--- config.mk ---
export PLATFORM = sky130hd
export DESIGN_NAME = device_info
export DESIGN_NICKNAME = d
export VERILOG_FILES = /design/src/logic/devinfo_types_pkg.sv /design/src/logic/icap_cmd_pkg.sv /design/src/logic/device_info.sv /design/src/logic/dna_reader.sv /design/src/logic/icap_idcode_reader.sv
export SDC_FILE = /design/constraint.sdc
export NUM_CORES = 1
export LEC_CHECK = 0
export ABC_AREA = 1
export BUFFER_PORTS_ARGS = -buffer_cell sky130_fd_sc_hd__buf_2
export CAP_MARGIN = 20
export CORE_ASPECT_RATIO = 1.4
export CORE_UTILIZATION = 40
export DETAILED_ROUTE_END_ITERATION = 7
export GPL_TIMING_DRIVEN = 1
export PLACE_DENSITY_LB_ADDON = 0.12
export SLEW_MARGIN = 40
export SYNTH_ARGS = -nofsm -noshare
export SYNTH_HDL_FRONTEND = slang
export SYNTH_HIERARCHICAL = 1
export SYNTH_SLANG_ARGS = --single-unit
--- constraint.sdc ---
create_clock -name clk -period 1.5 [get_ports clk]
set_input_delay 0.075 -clock clk [delete_from_list [all_inputs] [get_ports clk]]
set_output_delay 0.075 -clock clk [all_outputs]
set_load 0.005 [all_outputs]
--- src/logic/devinfo_types_pkg.sv ---
package devinfo_types_pkg;

	////////////////////////////////////////////////////////////////////////////
	// widths of the identity values

	// published serial is padded out to a full 64-bit word
	localparam int serial_width = 64;

	// bits actually held in the device-DNA register
	localparam int dna_bits = 57;

	// jtag idcode
	localparam int idcode_width = 32;

	////////////////////////////////////////////////////////////////////////////
	// icap data path

	// x32 port width
	localparam int icap_width = 32;

	// bit order is reversed inside each byte of this size
	localparam int icap_byte_width = 8;

	////////////////////////////////////////////////////////////////////////////
	// vector types

	// dna bits sit right-aligned, upper bits stay zero
	typedef logic [serial_width-1:0] die_serial_t;

	// idcode in normal bit order
	typedef logic [idcode_width-1:0] idcode_t;

	// one icap word, swapped or not
	typedef logic [icap_width-1:0] icap_word_t;

endpackage

--- src/logic/icap_cmd_pkg.sv ---
package icap_cmd_pkg;

	////////////////////////////////////////////////////////////////////////////
	// configuration packet words, normal bit order

	// sync word opens the packet stream
	localparam devinfo_types_pkg::icap_word_t sync_word = 32'haa99_5566;

	// type 1 nop
	localparam devinfo_types_pkg::icap_word_t nop_word = 32'h2000_0000;

	// type 1 read of the idcode register, one word
	localparam devinfo_types_pkg::icap_word_t idcode_read_hdr = 32'h2801_8001;

	// type 1 write to the cmd register, one word
	localparam devinfo_types_pkg::icap_word_t cmd_write_hdr = 32'h3000_8001;

	// cmd register code for desync
	localparam devinfo_types_pkg::icap_word_t desync_cmd = 32'h0000_000d;

	// read cycle on which the returned word is sampled
	localparam int read_capture_offset = 3;

	// icap reader sequencer
	typedef enum logic [2:0] {
		boot_hold = 3'd0,
		sync      = 3'd1,
		nop       = 3'd2,
		header    = 3'd3,
		pipe      = 3'd4,
		read      = 3'd5,
		desync    = 3'd6
	} icap_state_t;

endpackage

--- src/logic/device_info.sv ---
`timescale 1ns/1ps

module device_info #(
	parameter int dna_boot_cycles  = 128,
	parameter int icap_boot_cycles = 65536
) (
	input  logic                           clk,
	input  logic                           rst_n,

	// device-dna primitive pins
	input  logic                           dna_dout,
	output logic                           dna_read,
	output logic                           dna_shift,

	// icap primitive pins, data bit-swapped per byte
	output devinfo_types_pkg::icap_word_t  icap_i,
	output logic                           icap_csib,
	output logic                           icap_rdwrb,
	input  devinfo_types_pkg::icap_word_t  icap_o,

	// held identity values
	output devinfo_types_pkg::die_serial_t die_serial,
	output logic                           serial_valid,
	output devinfo_types_pkg::idcode_t     idcode,
	output logic                           idcode_valid
);

	////////////////////////////////////////////////////////////////////////////
	// die serial number

	dna_reader #(
		.dna_boot_cycles (dna_boot_cycles)
	) dna_rd_i (
		.clk          (clk),
		.rst_n        (rst_n),
		.dna_dout     (dna_dout),
		.dna_read     (dna_read),
		.dna_shift    (dna_shift),
		.die_serial   (die_serial),
		.serial_valid (serial_valid)
	);

	////////////////////////////////////////////////////////////////////////////
	// idcode over icap

	icap_idcode_reader #(
		.icap_boot_cycles (icap_boot_cycles)
	) icap_rd_i (
		.clk          (clk),
		.rst_n        (rst_n),
		.icap_i       (icap_i),
		.icap_csib    (icap_csib),
		.icap_rdwrb   (icap_rdwrb),
		.icap_o       (icap_o),
		.idcode       (idcode),
		.idcode_valid (idcode_valid)
	);

endmodule

--- src/logic/dna_reader.sv ---
`timescale 1ns/1ps

module dna_reader #(
	parameter int dna_boot_cycles = 128
) (
	input  logic                            clk,
	input  logic                            rst_n,
	input  logic                            dna_dout,
	output logic                            dna_read,
	output logic                            dna_shift,
	output devinfo_types_pkg::die_serial_t  die_serial,
	output logic                            serial_valid
);

	// one counter covers both the boot wait and the bit count
	localparam int cnt_max = (dna_boot_cycles > devinfo_types_pkg::dna_bits) ?
		dna_boot_cycles : devinfo_types_pkg::dna_bits;
	localparam int cnt_w = $clog2(cnt_max + 1);

	localparam logic [cnt_w-1:0] boot_last = cnt_w'(dna_boot_cycles - 1);
	localparam logic [cnt_w-1:0] bit_last = cnt_w'(devinfo_types_pkg::dna_bits - 1);

	localparam int serial_msb = devinfo_types_pkg::serial_width - 1;

	typedef enum logic [1:0] {
		boot_wait  = 2'd0,
		read_pulse = 2'd1,
		shift_in   = 2'd2,
		done       = 2'd3
	} dna_state_t;

	dna_state_t       state;
	logic [cnt_w-1:0] cnt;

	always_ff @(posedge clk or negedge rst_n) begin
		if (!rst_n) begin
			state        <= boot_wait;
			cnt          <= '0;
			dna_read     <= 1'b0;
			dna_shift    <= 1'b0;
			die_serial   <= '0;
			serial_valid <= 1'b0;
		end else begin
			// both strobes are single-cycle unless a state holds them
			dna_read  <= 1'b0;
			dna_shift <= 1'b0;

			case (state)
				// let the primitive settle after power-up
				boot_wait: begin
					cnt <= cnt + 1'b1;
					if (cnt == boot_last) begin
						dna_read <= 1'b1;
						cnt      <= '0;
						state    <= read_pulse;
					end
				end

				// primitive loads on this edge, msb shows next
				read_pulse: begin
					dna_shift <= 1'b1;
					state     <= shift_in;
				end

				// msb first, one bit per edge
				shift_in: begin
					die_serial <= {die_serial[serial_msb-1:0], dna_dout};
					cnt        <= cnt + 1'b1;
					if (cnt == bit_last)
						state <= done;
					else
						dna_shift <= 1'b1;
				end

				// hold result until next reset
				done: begin
					serial_valid <= 1'b1;
				end

				default: state <= boot_wait;
			endcase
		end
	end

endmodule

--- src/logic/icap_idcode_reader.sv ---
`timescale 1ns/1ps

module icap_idcode_reader #(
	parameter int icap_boot_cycles = 65536
) (
	input  logic                           clk,
	input  logic                           rst_n,
	output devinfo_types_pkg::icap_word_t  icap_i,
	output logic                           icap_csib,
	output logic                           icap_rdwrb,
	input  devinfo_types_pkg::icap_word_t  icap_o,
	output devinfo_types_pkg::idcode_t     idcode,
	output logic                           idcode_valid
);

	localparam int boot_w = $clog2(icap_boot_cycles + 1);
	localparam logic [boot_w-1:0] boot_last = boot_w'(icap_boot_cycles - 1);

	typedef logic [3:0] step_t;

	// pipe state steps
	localparam step_t nop_last      = 4'd1;
	localparam step_t pipe_cs_off   = 4'd2;
	localparam step_t pipe_rd_mode  = 4'd3;
	localparam step_t pipe_last     = 4'd4;
	localparam step_t capture_step  = step_t'(icap_cmd_pkg::read_capture_offset);

	// desync state steps
	localparam step_t ds_cs_off     = 4'd0;
	localparam step_t ds_wr_mode    = 4'd1;
	localparam step_t ds_cs_on      = 4'd2;
	localparam step_t ds_hdr        = 4'd3;
	localparam step_t ds_cmd        = 4'd4;
	localparam step_t ds_nop        = 4'd5;
	localparam step_t ds_cs_rel     = 4'd7;
	localparam step_t ds_end        = 4'd8;

	icap_cmd_pkg::icap_state_t     state;
	logic [boot_w-1:0]             boot_cnt;
	step_t                         step;
	devinfo_types_pkg::icap_word_t cmd_word;

	// icap wants each byte with its bits mirrored, in both directions
	function automatic devinfo_types_pkg::icap_word_t byte_bitswap(
		input devinfo_types_pkg::icap_word_t w
	);
		devinfo_types_pkg::icap_word_t r;
		r = '0;
		for (int b = 0; b < devinfo_types_pkg::icap_width / devinfo_types_pkg::icap_byte_width;
				b++) begin
			for (int g = 0; g < devinfo_types_pkg::icap_byte_width; g++) begin
				r[b * devinfo_types_pkg::icap_byte_width + g] =
					w[b * devinfo_types_pkg::icap_byte_width +
					devinfo_types_pkg::icap_byte_width - 1 - g];
			end
		end
		return r;
	endfunction

	assign icap_i = byte_bitswap(cmd_word);

	////////////////////////////////////////////////////////////////////////////
	// command sequencer

	always_ff @(posedge clk or negedge rst_n) begin
		if (!rst_n) begin
			state        <= icap_cmd_pkg::boot_hold;
			boot_cnt     <= '0;
			step         <= '0;
			cmd_word     <= icap_cmd_pkg::nop_word;
			icap_csib    <= 1'b1;
			icap_rdwrb   <= 1'b1;
			idcode       <= '0;
			idcode_valid <= 1'b0;
		end else begin
			case (state)
				// long hold, port is not usable right after configuration
				icap_cmd_pkg::boot_hold: begin
					boot_cnt <= boot_cnt + 1'b1;
					if (boot_cnt == boot_last) begin
						// write mode first, select follows a cycle later
						icap_rdwrb <= 1'b0;
						state      <= icap_cmd_pkg::sync;
					end
				end

				// sync word goes out on the first selected edge
				icap_cmd_pkg::sync: begin
					icap_csib <= 1'b0;
					cmd_word  <= icap_cmd_pkg::sync_word;
					step      <= '0;
					state     <= icap_cmd_pkg::nop;
				end

				// two nops cover the hazard after sync
				icap_cmd_pkg::nop: begin
					cmd_word <= icap_cmd_pkg::nop_word;
					step     <= step + 1'b1;
					if (step == nop_last)
						state <= icap_cmd_pkg::header;
				end

				// ask for the idcode register
				icap_cmd_pkg::header: begin
					cmd_word <= icap_cmd_pkg::idcode_read_hdr;
					step     <= '0;
					state    <= icap_cmd_pkg::pipe;
				end

				// flush with nops, then turn the port around for reading
				icap_cmd_pkg::pipe: begin
					cmd_word <= icap_cmd_pkg::nop_word;
					step     <= step + 1'b1;
					if (step == pipe_cs_off)
						icap_csib <= 1'b1;
					if (step == pipe_rd_mode)
						icap_rdwrb <= 1'b1;
					if (step == pipe_last) begin
						icap_csib <= 1'b0;
						step      <= '0;
						state     <= icap_cmd_pkg::read;
					end
				end

				// read latency, sample once the word has arrived
				icap_cmd_pkg::read: begin
					step <= step + 1'b1;
					if (step == capture_step) begin
						idcode       <= byte_bitswap(icap_o);
						idcode_valid <= 1'b1;
						step         <= '0;
						state        <= icap_cmd_pkg::desync;
					end
				end

				// back to write mode, desync, release the port
				icap_cmd_pkg::desync: begin
					if (step != ds_end)
						step <= step + 1'b1;
					case (step)
						ds_cs_off:  icap_csib <= 1'b1;
						ds_wr_mode: icap_rdwrb <= 1'b0;
						ds_cs_on: begin
							icap_csib <= 1'b0;
							cmd_word  <= icap_cmd_pkg::nop_word;
						end
						ds_hdr:     cmd_word <= icap_cmd_pkg::cmd_write_hdr;
						ds_cmd:     cmd_word <= icap_cmd_pkg::desync_cmd;
						ds_nop:     cmd_word <= icap_cmd_pkg::nop_word;
						ds_cs_rel:  icap_csib <= 1'b1;
						default: begin
						end
					endcase
				end

				default: state <= icap_cmd_pkg::boot_hold;
			endcase
		end
	end

endmodule

### Word level (Yosys, flattened, before mapping)

Index checks and enable logic that the tools add are counted.

* $add $sub $neg: 3
* eq/ne operators: 31
* multiplexer cells: 28
* bitwise logic cells: 1
* reductions and logical operators: 20

Operators with widths (count)
* $pmux 32 s4: 1
* $pmux 32 s3: 1
* $pmux 3 s7: 1
* $pmux 4 s5: 1
* $ne 2x1->1 const B: 9
* $add 17x1->17 const B: 1
* $eq 17x16->1 const B: 1
* $pmux 8 s2: 1
* $eq 4x3->1 const B: 3
* $mux 3: 4
* $mux 4: 3
* $eq 3x3->1 const B: 3
* $reduce_bool 3->1: 3
* $add 8x1->8 const B: 1
* $eq 4x2->1 const B: 2
* $eq 8x6->1 const B: 1
* $eq 8x7->1 const B: 1
* $mux 1: 8
* $mux 8: 1
* $reduce_or 2->1: 4
* $eq 3x2->1 const B: 2
* $pmux 1 s3: 2
* $pmux 2 s3: 1
* $reduce_and 2->1: 3
* other kinds (21): 25

* register bits: 168
* output and inout port bits: 134
* word-level logic and storage cells: 97

### Depth between registers and ports, before layout

* depth in word-level cells: 4
* gate-level depth with buffers: 12
* mapped depth without buffers: 12

### Cells and area by module

The synthesis kept the hierarchy.

Modules (own cells, without submodules)
* icap_idcode_reader: times used 1, cells an instance 433, area an instance 3443.3 um^2, seq. area each 1680.4 um^2
* dna_reader: times used 1, cells an instance 326, area an instance 3138.0 um^2, seq. area each 1926.8 um^2

### Worst setup path after synthesis

OpenSTA, ideal clock, no wires.

* kind: reg2reg
* from: register icap_rd_i.boot_cnt[1]
* to: register icap_rd_i.state[2]
* library setup time: 0.117 ns
* arrival time: 1.443 ns
* setup slack: -0.060 ns
* stages on the path, launching flop included: 12
* clock period less this slack: 1.560 ns
* cells stage by stage: dfrtp_1 ha_1 nand3_1 nor3_1 ha_1 inv_1 nand2_1 nand2_1 nor2_2 nand2_1 nand2_1 nand2_1

* cells in the longest elaborated chain, start to end: 3

RTL lines
* from (decl): RTL line icap_idcode_reader.sv:39 `logic [boot_w-1:0] boot_cnt;`
* from (signal assigned): RTL line icap_idcode_reader.sv:79 `boot_cnt <= boot_cnt + 1'b1;`
* $eq 17x16->1: RTL line icap_idcode_reader.sv:80 `if (boot_cnt == boot_last) begin`
* $ne 2x1->1 (no source line)
* $reduce_and 5->1 (no source line)
* to (signal assigned): RTL line icap_idcode_reader.sv:83 `state <= icap_cmd_pkg::sync;`
* to (signal assigned): RTL line icap_idcode_reader.sv:92 `state <= icap_cmd_pkg::nop;`
* to (signal assigned): RTL line icap_idcode_reader.sv:100 `state <= icap_cmd_pkg::header;`
* to (decl): RTL line icap_idcode_reader.sv:38 `icap_cmd_pkg::icap_state_t state;`

Every way passes these cells.
A chain may end at the register's enable or synchronous reset.

### Worst setup path after layout

* from: register icap_rd_i.boot_cnt[11]
* to: register icap_rd_i.state[2]

Same word-level chain as after synthesis.

==> summary by stage <==
Pwr
In this run the static leakage power is 4.58 nW. The total power divided by cell area is between 900 and 1000 nW/um2. IR analysis of the VDD net gives a maximum drop of 0.000606 V.

Yosys
Dividing the synthesized area by the synthesized cell count gives 8.67 um2. The leading cell type by number of instances after synthesis is nand2_1. Among all flip-flop cells after synthesis, the most frequent one is dfrtp_1.

The commonest cells after synthesis are nand2_1, dfrtp_1, inv_1. Synthesis produced a netlist whose cell count is 759. The distinct cell type count after synthesis is 33. The share of the synthesized area in the top cell type is 53.6%.

In this run the cell area of the synthesized design comes to around 6600 um2. The post-synthesis cell type with the largest combined area is dfrtp_1. The post-synthesis async set-or-reset flop share is 100%. For this run, the number of Yosys warnings is 6.

In this run, synthesis produced a sequential element count of 144. Ranked by total cell area, the synthesized netlist is headed by dfrtp_1, nand2_1, o21ai_0. The synthesized design contains 0 enable-type register cells. The sequential-to-total area share from yosys stat is 54.8%.

Drt
The number of vias after detailed routing is 5,503. The total wirelength of the detailed-routed design is 15.1 mm. The first routing iteration left between 200 and 250 violations.

In the routed design, unresolved DRC markers number 0. The count of nets left with antenna violations once routing finished came out at 0. In the routed layout, each cell is associated on average with a via count of 4.59.

The detailed-router iteration count before antenna repair is 4. Dividing the detail-routed wire length by the instance count gives 12.6 um.

CTS
TritonCTS built the clock tree. The total number of clock tree sinks is 144. After clock tree synthesis, the clock-pin slew on the worst setup and hold paths is 0.06 ns. The clock buffer count from CTS is 17. The maximum buffer depth of the clock tree is 2.

The clock insertion delay at the later pin of the skew report is 0.42 ns. The cell sitting at the root of the clock tree is a clkbuf_16. The H-tree was split into 4 levels.

Floorplanning
The effective utilization at floorplan is 40.9%. In this run the core area contains 55 standard-cell rows. The I/O pin count is around 170. The die is between 100 and 150 um wide. After floorplanning, the core was sized to cover ~16,000 um2. The y dimension of the die is 154 um. The die covers 17,000 um2.

GRT
The first global-routing pass estimated 25.8 mm of wire. The number of antenna violations at the first check in global routing is 0. The global router's overall resource usage is 18.8%. The largest net degree at the start of global routing is 44. The via count of the first global-routing pass is ~5,400. The total congestion overflow after global routing is 0.

Setup path
Along the worst path, the maximum fanout reaches 4. The required time of the critical path is 1.81 ns. The worst setup path is launched from a flop. The arrival time reported for the critical path endpoint is around 2.0 ns. The sort of element at the end of the critical path is a flop.

The critical setup path kind is reg -> reg.

Run
The tool flagged a number of max-cap violations equal to 0.

STA
The final setup skew is around 0.009 ns. The number of hold-slack violations in the final timing report is 0. Across all setup checks in the final design, the least slack found is -0.137 ns. Summed over all failing endpoints, the final setup total negative slack is -0.393 ns. The total of endpoints with negative setup slack in the final report is 4. Setup repair after global routing could not meet its margin everywhere. The routed design could run at a clock period as short as between 1.5 and 2 ns. The post-route clock period utilization is 109%. The top achievable clock speed is 0.611 GHz.

The max-slew violation count came to 0.

Finish
The filler cells instantiated in the layout total 1,507. The layout-stage area growth over the synthesis result is 34.8%. The antenna diode instance count is 0. At the end of the flow, the number of nets in the layout was 1,035. The final core area utilization is 55.1%. Registers take 3610 um2. The area used by multi-input combinational logic is 2550 um2. Summing all non-filler instances in the final layout gives an area of slightly below 9000 um2. The share of final-layout standard cells stronger than drive strength 1 is 32.0%.

Placement
The final weighted congestion of routability-driven global placement is 0.820. Summing all placed instances gives a cell area of about 7800 um2. The final HPWL from detailed placement is 10.6 mm.

The count of port buffers added during placement is 156.

Run status
The checks that failed: setup timing. The run finished, with violations left.

Worst hold path
The class of the tightest hold or removal check is in -> async.
-- layout make-up --
cell class	count	share of cell area, %
Clock inverter	14	1.73
Inverter	77	3.29
Multi-Input combinational cell	504	28.7
Clock buffer	18	4.84
Sequential cell	144	40.7
Tap cell	199	2.81
Timing Repair Buffer	243	17.9
-- worst paths after layout --
path	start	slack (ns)	depth (start not counted)	to
worst max-delay path	icap_rd_i/boot_cnt[11]$_DFFE_PN0P_	-0.14	12	icap_rd_i/state[2]$_DFFE_PN0P_
worst min-delay path	rst_n	0.13	2	icap_rd_i/idcode[27]$_DFFE_PN0P_
worst max register to register	icap_rd_i/boot_cnt[11]$_DFFE_PN0P_	-0.14	12	icap_rd_i/state[2]$_DFFE_PN0P_
worst min register to register	icap_rd_i/idcode_valid$_DFFE_PN0P_	0.46	1	icap_rd_i/idcode_valid$_DFFE_PN0P_
max in group asynchronous	rst_n	0.79	3	dna_rd_i/state[1]$_DFFE_PN0P_
min in group clk	icap_o[4]	0.39	4	icap_rd_i/idcode[3]$_DFFE_PN0P_
-- stage by stage --
step                instances  setup slack (ns)  power (mW)  hold WS (ns)
detailed placement       1127            -0.162        4.11        0.0242
floorplan                 770           -0.0348        3.99        -0.221
CTS                      1194            -0.109        8.39         0.131
finish                   1199            -0.137        8.25         0.134
global placement         1127            -0.169        4.11        0.0240
global route             1199            -0.274        8.58         0.146
-- logic make-up after synthesis --
| logic type | count (synthesis) | share of synthesized area [%] |
|---|---|---|
| other cells | 1 | 0.0570 |
| xor+xnor | 14 | 1.86 |
| flops | 144 | 54.8 |
| simple gates | 383 | 25.5 |
| compound gates | 82 | 6.50 |
| fa+ha+maj | 13 | 2.47 |
| buf+inv | 122 | 8.78 |
-- routing by layer --
layer	vias to the layer above	global-route usage (%)	share of wire [%]
met5	-	0	0
met4	0	9.08	3.0
met3	31	4.69	4.5
met2	148	32.0	50
met1	2545	22.2	43
li1	2779	-	-
-- cells in the final DEF (no fill, tap or decap), types with 5 or more instances in the layout --
cell type / count
xor2_1: 10
o21ai_0: 56
clkbuf_16: 17
nand2_2: 19
buf_4: 47
nor2_2: 8
buf_2: 155
nand4_1: 6
ha_1: 7
buf_12: 5
dfrtp_1: 140
o21ai_1: 19
ha_2: 5
nand2_1: 276
nor2_1: 20
nor2_4: 7
conb_1: 12
inv_2: 16
nand3_1: 23
inv_1: 60
dlygate4sd3_1: 34
-- worst max-delay path, cell delays in order, from the launching register on --
cell and delay (ns):
dfrtp_1 0.36, nand2_2 0.07, nor3_2 0.17, nand4_1 0.11, nor3_2 0.17, ha_2 0.19, inv_2 0.03, nand2_2 0.06
nand2_2 0.06, nor2_4 0.11, nand2_2 0.07, nand2_1 0.07, nand2_1 0.05
-- repair_timing --
action,in CTS,in global routing
setup buffers,1,5
endpoints found under the setup margin,37,63
gates resized for setup,8,28
hold buffers,34,0
endpoints found under the hold margin,177,0
pin swaps,3,14
-- sequential cells by signal (all words and copies together), names as in the netlist --
register / count
icap_rd_i/icap_rdwrb: 1
dna_rd_i/serial_valid: 1
icap_rd_i/idcode_valid: 1
dna_rd_i/die_serial: 64
icap_rd_i/step: 4
icap_rd_i/state: 3
dna_rd_i/dna_shift: 1
icap_rd_i/icap_csib: 1
icap_rd_i/boot_cnt: 17
icap_rd_i/cmd_word: 8
icap_rd_i/idcode: 32
dna_rd_i/cnt: 8
dna_rd_i/state: 2
dna_rd_i/dna_read: 1
-- report_power, final --
part,total [mW],switching [mW],internal (mW)
registers,3.89,0,3.89
clock network,4.14,1.68,2.47
logic,0.216,0.109,0.107
total,8.25,1.78,6.46
Note: power is estimated with default switching activity, not from simulation.
